## config.mk

```make
export PLATFORM = sky130hd
export DESIGN_NAME = pattern_top
export DESIGN_NICKNAME = d
export VERILOG_FILES = /design/src/hdl/pattern_pkg.sv /design/src/hdl/vid_timing_pkg.sv /design/src/hdl/pattern_top.sv /design/src/hdl/pattern_vg.sv /design/src/hdl/pattern_ctrl_regs.sv /design/src/hdl/vid_timing_gen.sv
export VERILOG_INCLUDE_DIRS = /design/src /design/src/include
export SDC_FILE = /design/constraint.sdc
export NUM_CORES = 1
export LEC_CHECK = 0
export ABC_CLOCK_PERIOD_IN_PS = 4200
export BUFFER_PORTS_ARGS = -buffer_cell sky130_fd_sc_hd__clkbuf_2
export CAP_MARGIN = 20
export CORE_MARGIN = 10
export CORE_UTILIZATION = 38
export DETAILED_ROUTE_END_ITERATION = 8
export GPL_ROUTABILITY_DRIVEN = 0
export PLACE_DENSITY = 0.55
export SYNTH_ARGS = -nofsm -noshare
export SYNTH_HDL_FRONTEND = slang
export SYNTH_SLANG_ARGS = --single-unit
```

## constraint.sdc

```tcl
create_clock -name pix_clk -period 4.2 [get_ports pix_clk]
set_input_delay 0.84 -clock pix_clk [delete_from_list [all_inputs] [get_ports pix_clk]]
set_output_delay 0.84 -clock pix_clk [all_outputs]
set_load 0.005 [all_outputs]
```

## src/include/vid_defs.svh

```systemverilog
`ifndef VID_DEFS_SVH
`define VID_DEFS_SVH

// horizontal geometry in pixel clocks
`define H_ACT      16
`define H_FP       2
`define H_SYNC     2
`define H_BP       2
`define H_TOTAL    (`H_ACT + `H_FP + `H_SYNC + `H_BP)

// vertical geometry in lines
`define V_ACT      4
`define V_FP       1
`define V_SYNC     1
`define V_BP       1
`define V_TOTAL    (`V_ACT + `V_FP + `V_SYNC + `V_BP)

// eight colour bars across the active width
`define BAR_W      (`H_ACT / 8)

// register map, byte addresses
`define REG_MODE   4'h0
`define REG_COLOR  4'h4
`define REG_FRAMES 4'h8

// axi response codes
`define AXI_OKAY   2'b00
`define AXI_SLVERR 2'b10

`endif
```

## src/hdl/pattern_pkg.sv

```systemverilog
package pattern_pkg;

    ////////////////////////////////////////////////////////////
    // pixel and pattern types
    ////////////////////////////////////////////////////////////

    // one colour channel
    typedef logic [7:0] chan_t;

    // r in the top byte, b in the bottom
    typedef struct packed {
        chan_t r;
        chan_t g;
        chan_t b;
    } pixel_t;

    typedef enum logic [1:0] {
        PAT_PASS  = 2'd0,
        PAT_BARS  = 2'd1,
        PAT_SOLID = 2'd2,
        PAT_RAMP  = 2'd3
    } pat_mode_t;

    // configuration as seen by the pattern stage
    typedef struct packed {
        pat_mode_t mode;
        pixel_t    color;
    } pat_cfg_t;

    ////////////////////////////////////////////////////////////
    // axi4-lite channels
    ////////////////////////////////////////////////////////////

    typedef logic [3:0]  axil_addr_t;
    typedef logic [31:0] axil_data_t;
    typedef logic [1:0]  axil_resp_t;

    // host to slave
    typedef struct packed {
        axil_addr_t awaddr;
        logic       awvalid;
        axil_data_t wdata;
        logic       wvalid;
        logic       bready;
        axil_addr_t araddr;
        logic       arvalid;
        logic       rready;
    } axil_req_t;

    // slave to host
    typedef struct packed {
        logic       awready;
        logic       wready;
        axil_resp_t bresp;
        logic       bvalid;
        logic       arready;
        axil_data_t rdata;
        axil_resp_t rresp;
        logic       rvalid;
    } axil_rsp_t;

endpackage

```

## src/hdl/vid_timing_pkg.sv

```systemverilog
package vid_timing_pkg;

    // one raster coordinate, wide enough for 4k timings
    typedef logic [12:0] coord_t;

    // sync strobes, all active high
    typedef struct packed {
        logic vs;
        logic hs;
        logic de;
    } vid_sync_t;

endpackage

```

## src/hdl/pattern_top.sv

```systemverilog
`timescale 1ns/1ns

module pattern_top
(
    input  logic                      pix_clk,
    input  logic                      reset,
    input  pattern_pkg::axil_req_t    axil_req,
    output pattern_pkg::axil_rsp_t    axil_rsp,
    input  pattern_pkg::pixel_t       pixel_in,
    output vid_timing_pkg::vid_sync_t sync_out,
    output pattern_pkg::pixel_t       pixel_out
);
    import vid_timing_pkg::*;
    import pattern_pkg::*;

    // raw timing into the pattern stage
    vid_sync_t sync;
    coord_t    act_x;
    coord_t    act_y;
    // shadow configuration, frame aligned
    pat_cfg_t  cfg;

    pattern_ctrl_regs u_regs
    (
        .pix_clk  (pix_clk),
        .reset    (reset),
        .axil_req (axil_req),
        .axil_rsp (axil_rsp),
        .vs       (sync.vs),
        .cfg      (cfg)
    );

    vid_timing_gen u_timing
    (
        .pix_clk (pix_clk),
        .reset   (reset),
        .sync    (sync),
        .act_x   (act_x),
        .act_y   (act_y)
    );

    pattern_vg u_pattern
    (
        .pix_clk   (pix_clk),
        .reset     (reset),
        .sync      (sync),
        .act_x     (act_x),
        .act_y     (act_y),
        .pixel_in  (pixel_in),
        .cfg       (cfg),
        .sync_out  (sync_out),
        .pixel_out (pixel_out)
    );

endmodule

```

## src/hdl/pattern_vg.sv

```systemverilog
`timescale 1ns/1ns
`include "vid_defs.svh"

module pattern_vg
(
    input  logic                      pix_clk,
    input  logic                      reset,
    input  vid_timing_pkg::vid_sync_t sync,
    input  vid_timing_pkg::coord_t    act_x,
    input  vid_timing_pkg::coord_t    act_y,
    input  pattern_pkg::pixel_t       pixel_in,
    input  pattern_pkg::pat_cfg_t     cfg,
    output vid_timing_pkg::vid_sync_t sync_out,
    output pattern_pkg::pixel_t       pixel_out
);
    import vid_timing_pkg::*;
    import pattern_pkg::*;

    coord_t     bar_q;
    logic [2:0] bar_idx;
    pixel_t     bar_pix;
    chan_t      ramp_val;
    pixel_t     ramp_pix;
    pixel_t     pix_sel;

    ////////////////////////////////////////////////////////////
    // pattern sources
    ////////////////////////////////////////////////////////////

    // bar index, clamp any leftover columns into the last bar
    assign bar_q   = act_x / coord_t'(`BAR_W);
    assign bar_idx = (bar_q > coord_t'(7)) ? 3'd7 : bar_q[2:0];

    always_comb
    begin
        case (bar_idx)
            3'd0:    bar_pix = pixel_t'(24'hff_ff_ff);
            3'd1:    bar_pix = pixel_t'(24'hff_ff_00);
            3'd2:    bar_pix = pixel_t'(24'h00_ff_ff);
            3'd3:    bar_pix = pixel_t'(24'h00_ff_00);
            3'd4:    bar_pix = pixel_t'(24'hff_00_ff);
            3'd5:    bar_pix = pixel_t'(24'hff_00_00);
            3'd6:    bar_pix = pixel_t'(24'h00_00_ff);
            default: bar_pix = pixel_t'(24'h00_00_00);
        endcase
    end

    // grey ramp, x times 16 truncated to a channel
    assign ramp_val = chan_t'(act_x << 4);
    assign ramp_pix = '{r: ramp_val, g: ramp_val, b: ramp_val};

    always_comb
    begin
        case (cfg.mode)
            PAT_BARS:  pix_sel = bar_pix;
            PAT_SOLID: pix_sel = cfg.color;
            PAT_RAMP:  pix_sel = ramp_pix;
            default:   pix_sel = pixel_in;
        endcase
    end

    ////////////////////////////////////////////////////////////
    // output stage, one cycle
    ////////////////////////////////////////////////////////////

    always_ff @(posedge pix_clk)
    begin
        if (reset)
        begin
            sync_out  <= '0;
            pixel_out <= '0;
        end
        else
        begin
            sync_out  <= sync;
            // black in blanking
            pixel_out <= sync.de ? pix_sel : '0;
        end
    end

endmodule

```

## src/hdl/pattern_ctrl_regs.sv

```systemverilog
`timescale 1ns/1ns
`include "vid_defs.svh"

module pattern_ctrl_regs
(
    input  logic                   pix_clk,
    input  logic                   reset,
    input  pattern_pkg::axil_req_t axil_req,
    output pattern_pkg::axil_rsp_t axil_rsp,
    input  logic                   vs,
    output pattern_pkg::pat_cfg_t  cfg
);
    import pattern_pkg::*;

    typedef enum logic {WR_IDLE, WR_RESP} wr_state_t;
    typedef enum logic {RD_IDLE, RD_RESP} rd_state_t;

    wr_state_t  wr_state;
    rd_state_t  rd_state;
    logic       wr_go;
    logic       rd_go;
    pat_mode_t  mode_reg;
    pixel_t     color_reg;
    axil_data_t frame_cnt;
    logic       vs_d;
    logic       vs_rise;
    axil_resp_t bresp_q;
    axil_resp_t rresp_q;
    axil_data_t rdata_q;

    // accept only with no response outstanding
    assign wr_go = (wr_state == WR_IDLE) && axil_req.awvalid && axil_req.wvalid;
    assign rd_go = (rd_state == RD_IDLE) && axil_req.arvalid;

    assign axil_rsp.awready = wr_go;
    assign axil_rsp.wready  = wr_go;
    assign axil_rsp.bvalid  = (wr_state == WR_RESP);
    assign axil_rsp.bresp   = bresp_q;
    assign axil_rsp.arready = rd_go;
    assign axil_rsp.rvalid  = (rd_state == RD_RESP);
    assign axil_rsp.rdata   = rdata_q;
    assign axil_rsp.rresp   = rresp_q;

    ////////////////////////////////////////////////////////////
    // write channel
    ////////////////////////////////////////////////////////////

    always_ff @(posedge pix_clk)
    begin
        if (reset)
        begin
            wr_state  <= WR_IDLE;
            mode_reg  <= PAT_BARS;
            color_reg <= '0;
        end
        else
        begin
            case (wr_state)
                WR_IDLE:
                begin
                    if (wr_go)
                    begin
                        wr_state <= WR_RESP;
                        // frames is read only, unknown addresses ignored
                        if (axil_req.awaddr == `REG_MODE)
                        begin
                            mode_reg <= pat_mode_t'(axil_req.wdata[1:0]);
                        end
                        else if (axil_req.awaddr == `REG_COLOR)
                        begin
                            color_reg <= pixel_t'(axil_req.wdata[23:0]);
                        end
                    end
                end
                WR_RESP:
                begin
                    if (axil_req.bready)
                    begin
                        wr_state <= WR_IDLE;
                    end
                end
                default:
                begin
                    wr_state <= WR_IDLE;
                end
            endcase
        end
    end

    // response code captured with the write
    always_ff @(posedge pix_clk)
    begin
        if (wr_go)
        begin
            if (axil_req.awaddr == `REG_MODE || axil_req.awaddr == `REG_COLOR)
            begin
                bresp_q <= `AXI_OKAY;
            end
            else
            begin
                bresp_q <= `AXI_SLVERR;
            end
        end
    end

    ////////////////////////////////////////////////////////////
    // read channel
    ////////////////////////////////////////////////////////////

    always_ff @(posedge pix_clk)
    begin
        if (reset)
        begin
            rd_state <= RD_IDLE;
        end
        else if (rd_go)
        begin
            rd_state <= RD_RESP;
        end
        else if (rd_state == RD_RESP && axil_req.rready)
        begin
            rd_state <= RD_IDLE;
        end
    end

    // read data sampled at accept, held while rvalid waits
    always_ff @(posedge pix_clk)
    begin
        if (rd_go)
        begin
            rresp_q <= `AXI_OKAY;
            case (axil_req.araddr)
                `REG_MODE:   rdata_q <= axil_data_t'(mode_reg);
                `REG_COLOR:  rdata_q <= axil_data_t'(color_reg);
                `REG_FRAMES: rdata_q <= frame_cnt;
                default:
                begin
                    rdata_q <= '0;
                    rresp_q <= `AXI_SLVERR;
                end
            endcase
        end
    end

    ////////////////////////////////////////////////////////////
    // vsync edge, frame count and shadow copy
    ////////////////////////////////////////////////////////////

    assign vs_rise = vs && !vs_d;

    always_ff @(posedge pix_clk)
    begin
        if (reset)
        begin
            vs_d      <= 1'b0;
            frame_cnt <= '0;
            cfg       <= '{mode: PAT_BARS, color: '0};
        end
        else
        begin
            vs_d <= vs;
            // pattern only switches at frame boundary
            if (vs_rise)
            begin
                frame_cnt <= frame_cnt + 1'b1;
                cfg       <= '{mode: mode_reg, color: color_reg};
            end
        end
    end

endmodule

```

## src/hdl/vid_timing_gen.sv

```systemverilog
`timescale 1ns/1ns
`include "vid_defs.svh"

module vid_timing_gen
(
    input  logic                      pix_clk,
    input  logic                      reset,
    output vid_timing_pkg::vid_sync_t sync,
    output vid_timing_pkg::coord_t    act_x,
    output vid_timing_pkg::coord_t    act_y
);
    import vid_timing_pkg::*;

    // sync windows on the raw counters
    localparam coord_t HS_START = coord_t'(`H_ACT + `H_FP);
    localparam coord_t HS_END   = coord_t'(`H_ACT + `H_FP + `H_SYNC);
    localparam coord_t VS_START = coord_t'(`V_ACT + `V_FP);
    localparam coord_t VS_END   = coord_t'(`V_ACT + `V_FP + `V_SYNC);

    coord_t h_cnt;
    coord_t v_cnt;
    logic   h_last;
    logic   v_last;
    logic   h_act;
    logic   v_act;

    assign h_last = (h_cnt == coord_t'(`H_TOTAL - 1));
    assign v_last = (v_cnt == coord_t'(`V_TOTAL - 1));
    assign h_act  = (h_cnt < coord_t'(`H_ACT));
    assign v_act  = (v_cnt < coord_t'(`V_ACT));

    ////////////////////////////////////////////////////////////
    // raster counters
    ////////////////////////////////////////////////////////////

    always_ff @(posedge pix_clk)
    begin
        if (reset)
        begin
            h_cnt <= '0;
            v_cnt <= '0;
        end
        else if (h_last)
        begin
            h_cnt <= '0;
            // line done, step or wrap the frame
            if (v_last)
            begin
                v_cnt <= '0;
            end
            else
            begin
                v_cnt <= v_cnt + 1'b1;
            end
        end
        else
        begin
            h_cnt <= h_cnt + 1'b1;
        end
    end

    ////////////////////////////////////////////////////////////
    // registered strobes and coordinates
    ////////////////////////////////////////////////////////////

    always_ff @(posedge pix_clk)
    begin
        if (reset)
        begin
            sync  <= '0;
            act_x <= '0;
            act_y <= '0;
        end
        else
        begin
            sync.de <= h_act && v_act;
            sync.hs <= (h_cnt >= HS_START) && (h_cnt < HS_END);
            sync.vs <= (v_cnt >= VS_START) && (v_cnt < VS_END);
            // coordinates freeze in blanking
            if (h_act)
            begin
                act_x <= h_cnt;
            end
            if (v_act)
            begin
                act_y <= v_cnt;
            end
        end
    end

endmodule

```

### Word-level counts from Yosys, hierarchy flattened

Index checks and enable logic that the tools add are counted.

| word-level totals | value |
|---|---|
| output and inout port bits | 68 |
| logic and storage cells | 85 |
| input port bits | 71 |
| register bits | 191 |

| operators by class | value |
|---|---|
| bitwise logic cells | 4 |
| reduce and logical (&&, ||, !) cells | 19 |
| equality and inequality tests | 14 |
| add/subtract/negate cells | 3 |
| muxes and demuxes | 12 |
| magnitude comparators | 7 |

Operator list:

| cell | count |
|---|---|
| $pmux 24 s7 | 1 |
| $pmux 32 s3 | 1 |
| $pmux 24 s3 | 1 |
| $add 32x1->32 const B | 1 |
| $add 13x1->13 const B | 2 |
| $lt 13x3->1 const B | 2 |
| $lt 13x5->1 const B | 2 |
| $eq 13x3->1 const B | 1 |
| $eq 13x5->1 const B | 1 |
| $ge 13x3->1 const B | 1 |
| $ge 13x5->1 const B | 1 |
| $mux 13 | 1 |
| $gt 12x3->1 const B | 1 |
| $eq 3x3->1 const B | 3 |
| $eq 4x3->1 const B | 2 |
| $logic_and 1x1->1 | 8 |
| $logic_not 4->1 | 2 |
| $eq 3x2->1 const B | 2 |
| $eq 2x2->1 const B | 2 |
| $eq 4x4->1 const B | 1 |
| $mux 1 | 4 |
| $mux 2 | 2 |
| $not 1->1 | 4 |
| $reduce_and 4->1 | 1 |
| 11 further kinds | 12 |

### Logic depth before layout (Yosys ltp)

Gate-level depths: netlist of run 1.

| logic depth | value |
|---|---|
| depth after elaboration | 5 |
| gate-level depth with buffers | 7 |
| depth with buffers taken out | 6 |

### Hierarchy

From an unflattened synthesis of run 1, not the netlist that was laid out.

| unflattened totals | value |
|---|---|
| cell total of the unflattened synthesis | 857 |
| area, all modules | 8134.1 um2 |

By module, submodules not included:

| module | area each (um2) | cells an instance | seq. area each (um2) | instances |
|---|---|---|---|---|
| pattern_ctrl_regs | 4799.6 | 504 | 2762.6 | 1 |
| vid_timing_gen | 2175.8 | 226 | 1101.1 | 1 |
| pattern_vg | 1158.6 | 127 | 540.5 | 1 |

### Worst setup path before layout of run 1

Ideal clock, no wire load.

| timing | value |
|---|---|
| kind | input to output |
| from | input port axil_req[1] in the netlist's numbering |
| to | output port axil_rsp[35] in the netlist's numbering |
| stages | 2 |
| data arrival time | 2.663 ns |
| slack | 0.697 ns |
| required time | 3.360 ns |
| buffers on the path | 1 |
| cells stage by stage | nor2b_1 > buf_4 |

RTL lines:

| what | RTL line | RTL |
|---|---|---|
| start, declared | pattern_top.sv:7 | `input pattern_pkg::axil_req_t axil_req,` |
| end, declared | pattern_top.sv:8 | `output pattern_pkg::axil_rsp_t axil_rsp,` |

### Final worst setup path of run 1

| timing | value |
|---|---|
| from | register u_timing.h_cnt[9] |
| to | register u_timing.v_cnt[5] |

| between the ends | value |
|---|---|
| cells in the longest elaborated chain, start to end | 1 |

RTL lines:

| what | RTL line | RTL |
|---|---|---|
| start, declared | vid_timing_gen.sv:20 | `coord_t h_cnt;` |
| start signal, assigned | vid_timing_gen.sv:58 | `h_cnt <= h_cnt + 1'b1;` |
| $eq 13x5->1 | vid_timing_gen.sv:27 | `` assign h_last = (h_cnt == coord_t'(`H_TOTAL - 1)); `` |
| end signal, assigned | vid_timing_gen.sv:53 | `v_cnt <= v_cnt + 1'b1;` |
| end, declared | vid_timing_gen.sv:21 | `coord_t v_cnt;` |

Every way passes these cells.
A chain may end at the register's enable or synchronous reset.

==> qor.txt, run 1 <==
Synth area leaders: dfxtp_1 40%, edfxtp_1 13%, nand2_1 6.1%
Worst Path Required: 4.53 ns
routed len/inst: 16.86 um
Seq cells post-synth: 189
max-slew violation count: 0
final worst slack: 1.799 ns
# diodes: 0
slew margin rel.: 30.62%
first-pass GRT wire length: 32.13 mm
grt total ovfl: 0
vias in the first global route: 5,740
Final Non-Filler Cells: 1,218
pin count of the biggest net entering global routing: 53
PD cells: 408.0 nW/um2
Layout Nets: 1,012
# setup viols final: 0
root buffer cell: clkbuf_16
H-tree depth: 4
maximum clock rate: 0.4164 GHz
Hold Vio Cnt, Final: 0
critical path class: reg2reg
DRC Markers: 0
Die Wd: 163.2 um
post-synthesis cell area: 7789 um2
DR iter-0 viols: 401
Worst-Margin Slew: 1.039 ns
hold-fix buffers at CTS: 0
Worst-path clk slew: 0.07 ns
CTS tree: done
min-delay src: u_timing.sync[1]$_SDFF_PP0_
Critical Path AT: 2.73 ns
dpl cells: 1,186
insertion delay to the later sink of the worst-skew pair: 0.43 ns
clock skew: 0.009990 ns
CORE AREA: 20,170 um2
die height: 163.2 um
Peak VDD IR: 0.2753 mV
ys flop type: dfxtp_1
Pre-antenna DRT Iters: 4
Post-synth EDFFs: 34
Synth warnings: 0
io pins: 139
die area: 26,620 um2
Worst setup SP type: register
area leader, netlist: dfxtp_1
worst hold-check path type: reg2reg
Worst Setup SP: u_timing.h_cnt[9]$_SDFF_PP0_
RSZ-0062 raised after global routing: false
CTS Buf Count: 17
commonest non-fill, non-tap cells in the layout: 155 x dfxtp_1, 127 x nand2_1, 127 x clkbuf_2
post-CTS resize count: 0
P_leak: 3.436 nW
hpwl dp: 14.79 mm
# Post-CTS Setup Buffers: 0
Antenna Nets Post-Route: 0
CP endpoint kind: register
Synth top area share: 39.84%
Synth cell types: 50
Max Cap Viol: 0
Via-to-Cell Ratio: 5.119
fin crit share: 57.18%
vias: 6,235
Place WS: 1.659 ns
r2r startpoint: u_timing.h_cnt[9]$_SDFF_PP0_
P&R area growth vs syn: 17.88%
port bufs: 128
row cnt: 52
initial antenna violation count: 0
commonest non-fill, non-tap cell in the layout: dfxtp_1
post-layout util: 45.52%
CP max FO: 12
global-route usage over all layers: 15.15%
status: completed
Power Total: 0.003746 W
routed wire length: 20.53 mm
Fin Setup TNS: 0 ns
Synth Instances: 835
asr flop ratio synth: 0%
CTS max path bufs: 2
CTS sink cnt: 189
Tmin final: 2.401 ns
share of cells above drive strength 1: 19.20%
Starting Density: 38.62%
Regs by FF count: u_regs.frame_cnt (32), u_regs.rdata_q (32), u_regs.cfg (26)
register area share after synthesis: 52.95%
Post-Syn Area per Cell: 9.328 um2
synthesized netlist by cell type (all sizes together), types with 3 or more instances:
library cell / count
xor2: 9
o31ai: 19
nor2: 54
nor3: 14
and2: 20
nand3: 24
xnor2: 12
nand4: 14
and3: 11
nor4b: 4
ha: 6
nor4: 14
buf: 17
and4: 4
o21ai: 34
o21a: 13
nand2b: 6
a22o: 26
mux2i: 21
nand4b: 3
nor2b: 10
nand2: 127
inv: 14
or4: 15
o211ai: 5
or3: 9
a21oi: 83
dfxtp: 155
edfxtp: 34
clkbuf: 39
path summary, 6_finish.rpt:
check / endpoint / cells past startpoint / slack, ns
max reg2reg: u_timing.v_cnt[5]$_SDFFE_PP0P_ / 5 / 1.80
max: u_timing.v_cnt[5]$_SDFFE_PP0P_ / 5 / 1.80
min reg2reg: u_pattern.sync_out[1]$_SDFF_PP0_ / 1 / 0.46
min: u_pattern.sync_out[1]$_SDFF_PP0_ / 1 / 0.46
final cells by class:
cell class	instances	area (um2)
Clock buffer	24	545.5
Clock inverter	8	48.80
Fill cell	2006	10990
Inverter	14	52.55
Multi-Input combinational cell	577	3372
Sequential cell	189	4124
Tap cell	270	337.8
Timing Repair Buffer	136	700.7
logic make-up after synthesis:
group | share of synthesized area [%]
flops | 52.95
compound gates | 15.13
fa+ha+maj | 0.9638
other cells | 0.04815
mux | 2.988
buf+inv | 4.144
simple gates | 21.41
xor+xnor | 2.361
power breakdown:
part / leakage [nW] / switching [W] / internal, W / total (W)
registers: 1.59 / 0.0000265 / 0.00190 / 0.00193
clock network: 0.302 / 0.000688 / 0.000911 / 0.00160
logic: 1.54 / 0.000123 / 0.0000953 / 0.000218
total: 3.44 / 0.000837 / 0.00291 / 0.00375
stage by stage:
stage	area (um2)	hold WS (ns)
detailed placement	8587	0.4484
finish	9181	0.4591
global route	9181	0.4811
CTS	9181	0.4649
floorplan	7792	0.4138
global placement	8587	0.4462
layer usage:
metal  wire [um]  GRT usage [%]
met5           0              0
met4         298          5.164
met3        1026          3.524
met2        8938          21.71
met1       10270          21.76
critical path: stages (launching register included):
cell	delay, ns
dfxtp_1	0.34
or4_4	0.58
o31ai_2	0.71
buf_4	0.31
o21ai_0	0.11
a22o_1	0.24
Power figures use the tool's default switching activity.
==> inputs of run 2 (changes only) <==
Settings changed: ABC_AREA set to 1, ABC_CLOCK_PERIOD_IN_PS 4200 to 2500.
Clock period 4.2 ns to 2.5 ns, I/O delays scaled along.
==> run 2 against run 1 <==
Die area increased by 4.1%; cell count rose by 19%; global-route usage grew 0.37 points; highest routed layer unchanged.
==> qor.txt, run 2 <==
Regs by FF count: u_regs.frame_cnt (32), u_regs.rdata_q (32), u_regs.cfg (26) (unchanged)
hold-fix buffers at CTS: 0 (unchanged)
Hold Path Cell Cnt: 3 (was 1)
Final Non-Filler Cells: 1,454 (was 1,218)
Hold Vio Cnt, Final: 0 (unchanged)
Starting Density: 38.67% (was 38.62%)
Synth warnings: 0 (unchanged)
register area share after synthesis: 50.57% (was 52.95%)
CTS tree: done (unchanged)
Worst-path clk slew: 0.07 ns (about the same)
worst path cell trace: ha_1, nand2_1, nor2_1, nand2_1, xor2_1, nor2_1, nor2_1, nor2_1 (was or4_4, o31ai_2, buf_4, o21ai_0, a22o_1)
Post-Syn Area per Cell: 7.737 um2 (was 9.328 um2)
PD cells: 634.6 nW/um2 (was 408.0 nW/um2)
global-route track usage on met3: 3.554% (was 3.524%)
DR iter-0 viols: 577 (was 401)
commonest non-fill, non-tap cell in the layout: inv_1 (was dfxtp_1)
RR Endpoint: u_timing.v_cnt[8]$_SDFFE_PP0P_ (was u_timing.v_cnt[5]$_SDFFE_PP0P_)
Post-synth top cells: 166 x inv_1, 155 x dfxtp_1, 150 x nand2_1 (was 155 x dfxtp_1, 127 x nand2_1, 83 x a21oi_1)
Die Wd: 166.5 um (was 163.2 um)
# diodes: 0 (unchanged)
RSZ-0062 raised after global routing: false (unchanged)
FF-to-FF path depth: 8 (was 5)
xor/xnor cell area share of the yosys netlist: 1.074% (was 2.361%)
H-tree depth: 4 (unchanged)
CP max-delay cell: dfxtp_1 (was o31ai_2)
Via-to-Cell Ratio: 4.779 (was 5.119)
max-slew violation count: 0 (unchanged)
CTS sink cnt: 189 (unchanged)
row cnt: 53 (was 52)
complex-gate fraction of the synthesized area: 16.05% (was 15.13%)
Fin Setup TNS: 0 ns (unchanged)
hpwl dp: 16.14 mm (was 14.79 mm)
DRC Markers: 0 (unchanged)
post-synthesis cell area: 8155 um2 (was 7789 um2)
Filler Cells Inserted: 2,172 (was 2,006)
GRT busiest layer: met2 (was met1)
delay-heaviest family, CP: simple AND/OR/NAND/NOR gates (was compound AO/OA/AOI/OAI gates)
Tmin final: 1.705 ns (was 2.401 ns)
Crit path top cell by count: nor2_1
crit-path max cell delay: 0.47 ns (was 0.71 ns)
r2r startpoint: u_timing.v_cnt[0]$_SDFFE_PP0P_ (was u_timing.h_cnt[9]$_SDFF_PP0_)
Layout Nets: 1,243 (was 1,012)
die area: 27,720 um2 (was 26,620 um2)
asr flop ratio synth: 0% (unchanged)
grt met2 use: 24.55% (was 21.71%)
min-delay src: axil_req[8] (was u_timing.sync[1]$_SDFF_PP0_)
status: completed (unchanged)
Simple-Gate Fraction of Synth Area: 20.37% (was 21.41%)
area leader, netlist: dfxtp_1 (unchanged)
vias in the first global route: 6,542 (was 5,740)
Critical Path AT: 2.01 ns (was 2.73 ns)
global-route usage over all layers: 15.51% (was 15.15%)
clock skew: 0.01061 ns (was 0.009990 ns)
Antenna Nets Post-Route: 0 (unchanged)
initial antenna violation count: 0 (unchanged)
P&R area growth vs syn: 16.91% (was 17.88%)
WHS Endpoint: u_regs.mode_reg[0]$_SDFFE_PP1P_ (was u_pattern.sync_out[1]$_SDFF_PP0_)
Seq cells post-synth: 189 (unchanged)
maximum clock rate: 0.5866 GHz (was 0.4164 GHz)
first-pass GRT wire length: 35.35 mm (was 32.13 mm)
vias: 6,949 (was 6,235)
Worst-Margin Slew: 0.7745 ns (was 1.039 ns)
Pre-antenna DRT Iters: 5 (was 4)
routed len/inst: 15.06 um (was 16.86 um)
# Post-CTS Setup Buffers: 0 (unchanged)
P_leak: 3.749 nW (was 3.436 nW)
pin count of the biggest net entering global routing: 80 (was 53)
ys flop type: dfxtp_1 (unchanged)
Max Cap Viol: 0 (unchanged)
Synth Instances: 1,054 (was 835)
Post-synth EDFFs: 34 (unchanged)
worst path bufs/invs: 0 (was 1)
Synth top area share: 38.05% (was 39.84%)
die height: 166.5 um (was 163.2 um)
main combinational cell family by area after synthesis: simple AND/OR/NAND/NOR gates (unchanged)
Synth cell types: 37 (was 50)
share of cells above drive strength 1: 16.20% (was 19.20%)
port bufs: 128 (unchanged)
Synth area leaders: dfxtp_1 38%, edfxtp_1 13%, inv_1 7.6% (was dfxtp_1 40%, edfxtp_1 13%, nand2_1 6.1%)
Peak VDD IR: 0.3448 mV (was 0.2753 mV)
CP max FO: 8 (was 12)
CP endpoint kind: register (unchanged)
critical path class: reg2reg (unchanged)
most common cell in the synthesized netlist: inv_1 (was dfxtp_1)
dpl cells: 1,422 (was 1,186)
commonest non-fill, non-tap cells in the layout: 165 x inv_1, 155 x dfxtp_1, 150 x nand2_1 (was 155 x dfxtp_1, 127 x nand2_1, 127 x clkbuf_2)
io pins: 139 (unchanged)
insertion delay to the later sink of the worst-skew pair: 0.42 ns (was 0.43 ns)
Worst Path Required: 2.80 ns (was 4.53 ns)
multiplexer share of the synthesized area: 0% (was 2.988%)
post-synthesis adder-cell area fraction: 0.9205% (was 0.9639%)
routing usage on met1: 20.89% (was 21.76%)
FF-to-FF setup slack: 0.80 ns (was 1.80 ns)
# setup viols final: 0 (unchanged)
root buffer cell: clkbuf_16 (unchanged)
CTS Buf Count: 17 (unchanged)
slew margin rel.: 47.89% (was 30.62%)
worst hold-check path type: in2reg (was reg2reg)
CORE AREA: 21,090 um2 (was 20,170 um2)
fin crit share: 68.19% (was 57.18%)
Worst setup SP type: register (unchanged)
grt total ovfl: 0 (unchanged)
post-CTS resize count: 0 (unchanged)
routed wire length: 21.90 mm (was 20.53 mm)
CTS max path bufs: 2 (unchanged)
## run 2: changes by cell type after synthesis, moves of 21 or more
cell	before	now
inv_1	14	166
o22ai_1	2	26
a22o_1	26	0
o21ai_0	34	89
nand2_1	127	150
a21oi_1	83	122
nand3_1	24	54
nor2_1	54	116
mux2i_1	21	0
## run 2: per-stage QoR
stage / hold slack, ns / utilization [%] / total power (W) / instance area, um2 / setup slack (ns)
after floorplan: 0.3883 / - / 0.003383 / 8162 / 0.3157
after global placement: 0.3993 / 42.56 / 0.003539 / 8975 / 0.7855
after detailed placement: 0.4005 / 42.56 / 0.003540 / 8975 / 0.7287
after CTS: 0.2961 / 45.21 / 0.006133 / 9534 / 0.7772
after global routing: 0.3083 / 45.21 / 0.006298 / 9534 / 0.5717
final: 0.3106 / 45.21 / 0.006050 / 9534 / 0.7952
## run 2: final cells by class
class	count	area [um2]	area share, %
timing repair buffer	138	728.2	7.638
inverter	168	630.6	6.614
clock inverter	13	106.4	1.115
multi-input combinational	652	3148	33.02
clock buffer	19	452.9	4.751
sequential	189	4124	43.25
tap	275	344.1	3.609
## run 2: worst register-to-register path: cells and delay by family (launching register included)
kind	cells	cell delay, ns
DFF	1	0.47
xor gates and xnor gates	1	0.15
adders and majority gates	1	0.31
and+or+nand+nor	6	0.65
## run 2: kinds of logic (layout without fill, tap and decap cells)
kind of cell,count (synthesis),in the layout
simple gates,386,386
compound gates,248,248
buf+inv,214,338
flops,189,189
xor+xnor,10,10
fa+ha+maj,6,6
other cells,1,2
## run 2: worst max path at each step
stage / to / start / slack, ns / cells past startpoint
2_1_floorplan: axil_rsp[35] / axil_req[1] / 0.32 / 3
3_3_place_gp: u_regs.color_reg[14]$_SDFFE_PP0P_ / axil_req[7] / 0.79 / 9
3_5_place_dp: u_regs.color_reg[23]$_SDFFE_PP0P_ / axil_req[7] / 0.73 / 9
4_1_cts: u_timing.v_cnt[8]$_SDFFE_PP0P_ / u_timing.v_cnt[0]$_SDFFE_PP0P_ / 0.78 / 8
5_1_grt: u_timing.h_cnt[1]$_SDFF_PP0_ / u_timing.h_cnt[0]$_SDFF_PP0_ / 0.57 / 6
6_report: u_timing.v_cnt[8]$_SDFFE_PP0P_ / u_timing.v_cnt[0]$_SDFFE_PP0P_ / 0.80 / 8
## run 2: metal layers
layer / share of wire (%) / wire length (um)
met2: 46 / 10070
met4: 1.1 / 239
met3: 4.4 / 973
met5: 0 / 0
met1: 48 / 10620
## run 2: where the power goes
part           leakage [nW]  switching, W  total, W  internal, W
Sequential             1.60     0.0000281   0.00319      0.00316
Clock                 0.283       0.00123   0.00259      0.00135
Combinational          1.87      0.000164  0.000275     0.000110
Total                  3.75       0.00142   0.00605      0.00463
==> inputs of run 3 (changes only) <==
Settings changed: ABC_CLOCK_PERIOD_IN_PS 2500 to 1540, PLACE_DENSITY 0.55 to 0.57.
Clock period 2.5 ns to 1.54 ns, I/O delays scaled along.
==> run 3 against run 2 <==
Routed wire length rose by 2.2%; setup slack got worse by 0.73 ns; via count rose by 3.4%; largest cell class unchanged; highest routed layer unchanged.
==> qor.txt, run 3 (synthesis results as in run 2) <==
status: completed (unchanged)
CORE AREA: 21,090 um2 (unchanged)
placed standard-cell area: 9230 um2 (was 8975 um2)
CTS Buf Count: 17 (unchanged)
first-pass GRT wire length: 36.05 mm (was 35.35 mm)
global-route usage over all layers: 15.79% (was 15.51%)
Critical Path AT: 1.80 ns (was 2.01 ns)
Die Wd: 166.5 um (unchanged)
Peak VDD IR: 0.6277 mV (was 0.3448 mV)
Power Total: 0.01003 W (was 0.006050 W)
initial antenna violation count: 0 (unchanged)
grt total ovfl: 0 (unchanged)
PD cells: 1007 nW/um2 (was 634.6 nW/um2)
Pre-antenna DRT Iters: 5 (unchanged)
Layout Nets: 1,271 (was 1,243)
post-route cell area: 9956 um2 (was 9534 um2)
commonest non-fill, non-tap cell in the layout: inv_1 (unchanged)
io pins: 139 (unchanged)
FF-to-FF path depth: 7 (was 8)
Tmin final: 1.470 ns (was 1.705 ns)
worst hold-check path type: in2reg (unchanged)
routed len/inst: 15.10 um (was 15.06 um)
die height: 166.5 um (unchanged)
DR iter-0 viols: 554 (was 577)
CP endpoint kind: register (unchanged)
critical path class: reg2reg (unchanged)
port bufs: 128 (unchanged)
routed wire length: 22.37 mm (was 21.90 mm)
P_leak: 3.925 nW (was 3.749 nW)
Worst setup SP type: register (unchanged)
Hold Path Cell Cnt: 3 (unchanged)
Max Cap Viol: 0 (unchanged)
die area: 27,720 um2 (unchanged)
Worst Path Required: 1.87 ns (was 2.80 ns)
row cnt: 53 (unchanged)
share of cells above drive strength 1: 20.13% (was 16.20%)
post-layout util: 47.21% (was 45.21%)
insertion delay to the later sink of the worst-skew pair: 0.44 ns (was 0.42 ns)
fin crit share: 95.48% (was 68.19%)
pin count of the biggest net entering global routing: 68 (was 80)
hpwl dp: 16.63 mm (was 16.14 mm)
Hold Vio Cnt, Final: 0 (unchanged)
CTS sink cnt: 189 (unchanged)
hold-fix buffers at CTS: 0 (unchanged)
clock skew: 0.01006 ns (was 0.01061 ns)
vias in the first global route: 6,691 (was 6,542)
H-tree depth: 4 (unchanged)
RSZ-0062 raised after global routing: true (was false)
# setup viols final: 0 (unchanged)
DRC Markers: 0 (unchanged)
CP max FO: 6 (was 8)
CTS tree: done (unchanged)
Antenna Nets Post-Route: 0 (unchanged)
root buffer cell: clkbuf_16 (unchanged)
Regs by FF count: u_regs.frame_cnt (32), u_regs.rdata_q (32), u_regs.cfg (26) (unchanged)
# diodes: 0 (unchanged)
vias: 7,185 (was 6,949)
Worst-path clk slew: 0.07 ns (about the same)
commonest non-fill, non-tap cells in the layout: 164 x inv_1, 149 x dfxtp_1, 146 x nand2_1 (was 165 x inv_1, 155 x dfxtp_1, 150 x nand2_1)
max-slew violation count: 0 (unchanged)
CTS max path bufs: 2 (unchanged)
Via-to-Cell Ratio: 4.848 (was 4.779)
P&R area growth vs syn: 22.08% (was 16.91%)
Starting Density: 38.67% (unchanged)
maximum clock rate: 0.6801 GHz (was 0.5866 GHz)
## run 3: what timing repair did
action                     CTS  global route
cloned                       0             1
pin swaps                    1            12
gates resized for setup      1            38
setup buffers                1             2
setup endpoints to repair    2            80
## run 3: metal layers
layer	global-route usage (%)	vias up	routed length, um
met4	4.620	0	316
met1	20.91	3287	10440
met5	0	-	0
li1	-	3721	-
met3	3.530	26	1054
met2	25.21	151	10560
## run 3: final timing paths
path	start	end	slack (ns)
hold / removal	axil_req[8]	u_regs.mode_reg[0]$_SDFFE_PP1P_	0.11
setup / recovery	u_regs.frame_cnt[0]$_SDFFE_PP0P_	u_regs.frame_cnt[22]$_SDFFE_PP0P_	0.07
setup reg to reg	u_regs.frame_cnt[0]$_SDFFE_PP0P_	u_regs.frame_cnt[22]$_SDFFE_PP0P_	0.07
hold reg to reg	u_timing.sync[1]$_SDFF_PP0_	u_pattern.sync_out[1]$_SDFF_PP0_	0.42
## run 3: cell type report
cell class	instances	area, um2
multi-input cells	652	3247
flip-flops and latches	189	4131
clock inverters	11	95.09
well taps	275	344.1
repair buffers	165	1013
inverters	168	636.9
fillers	2163	11130
clock buffers	21	483.0
repair inverters	1	5.005
## run 3: worst max-delay path, cell delays in order (launching register included)
cell     delay (ns)
dfxtp_1        0.33
ha_2           0.20
nand3_2        0.09
nor2_4         0.17
nand2_2        0.10
nor2_4         0.21
nand3_2        0.09
and3_1         0.17
## run 3: where the power goes
| group | switching (W) | internal (W) | leakage [nW] |
|---|---|---|---|
| clock network | 0.00204 | 0.00231 | 0.284 |
| logic | 0.000283 | 0.000217 | 2.04 |
| registers | 0.0000423 | 0.00513 | 1.60 |
## run 3: metrics by stage
| stage | std cells | setup WS (ns) | TNS, ns | hold WS (ns) |
|---|---|---|---|---|
| detailed placement | 1446 | -0.01453 | -0.01453 | 0.4046 |
| finish | 1482 | 0.06955 | 0 | 0.1079 |
| CTS | 1479 | 0.02243 | 0 | 0.09526 |
| floorplan | 1055 | 0.1168 | 0 | 0.3883 |
| global route | 1482 | -0.04219 | -0.1202 | 0.1052 |
| global placement | 1446 | 0.01771 | 0 | 0.4098 |
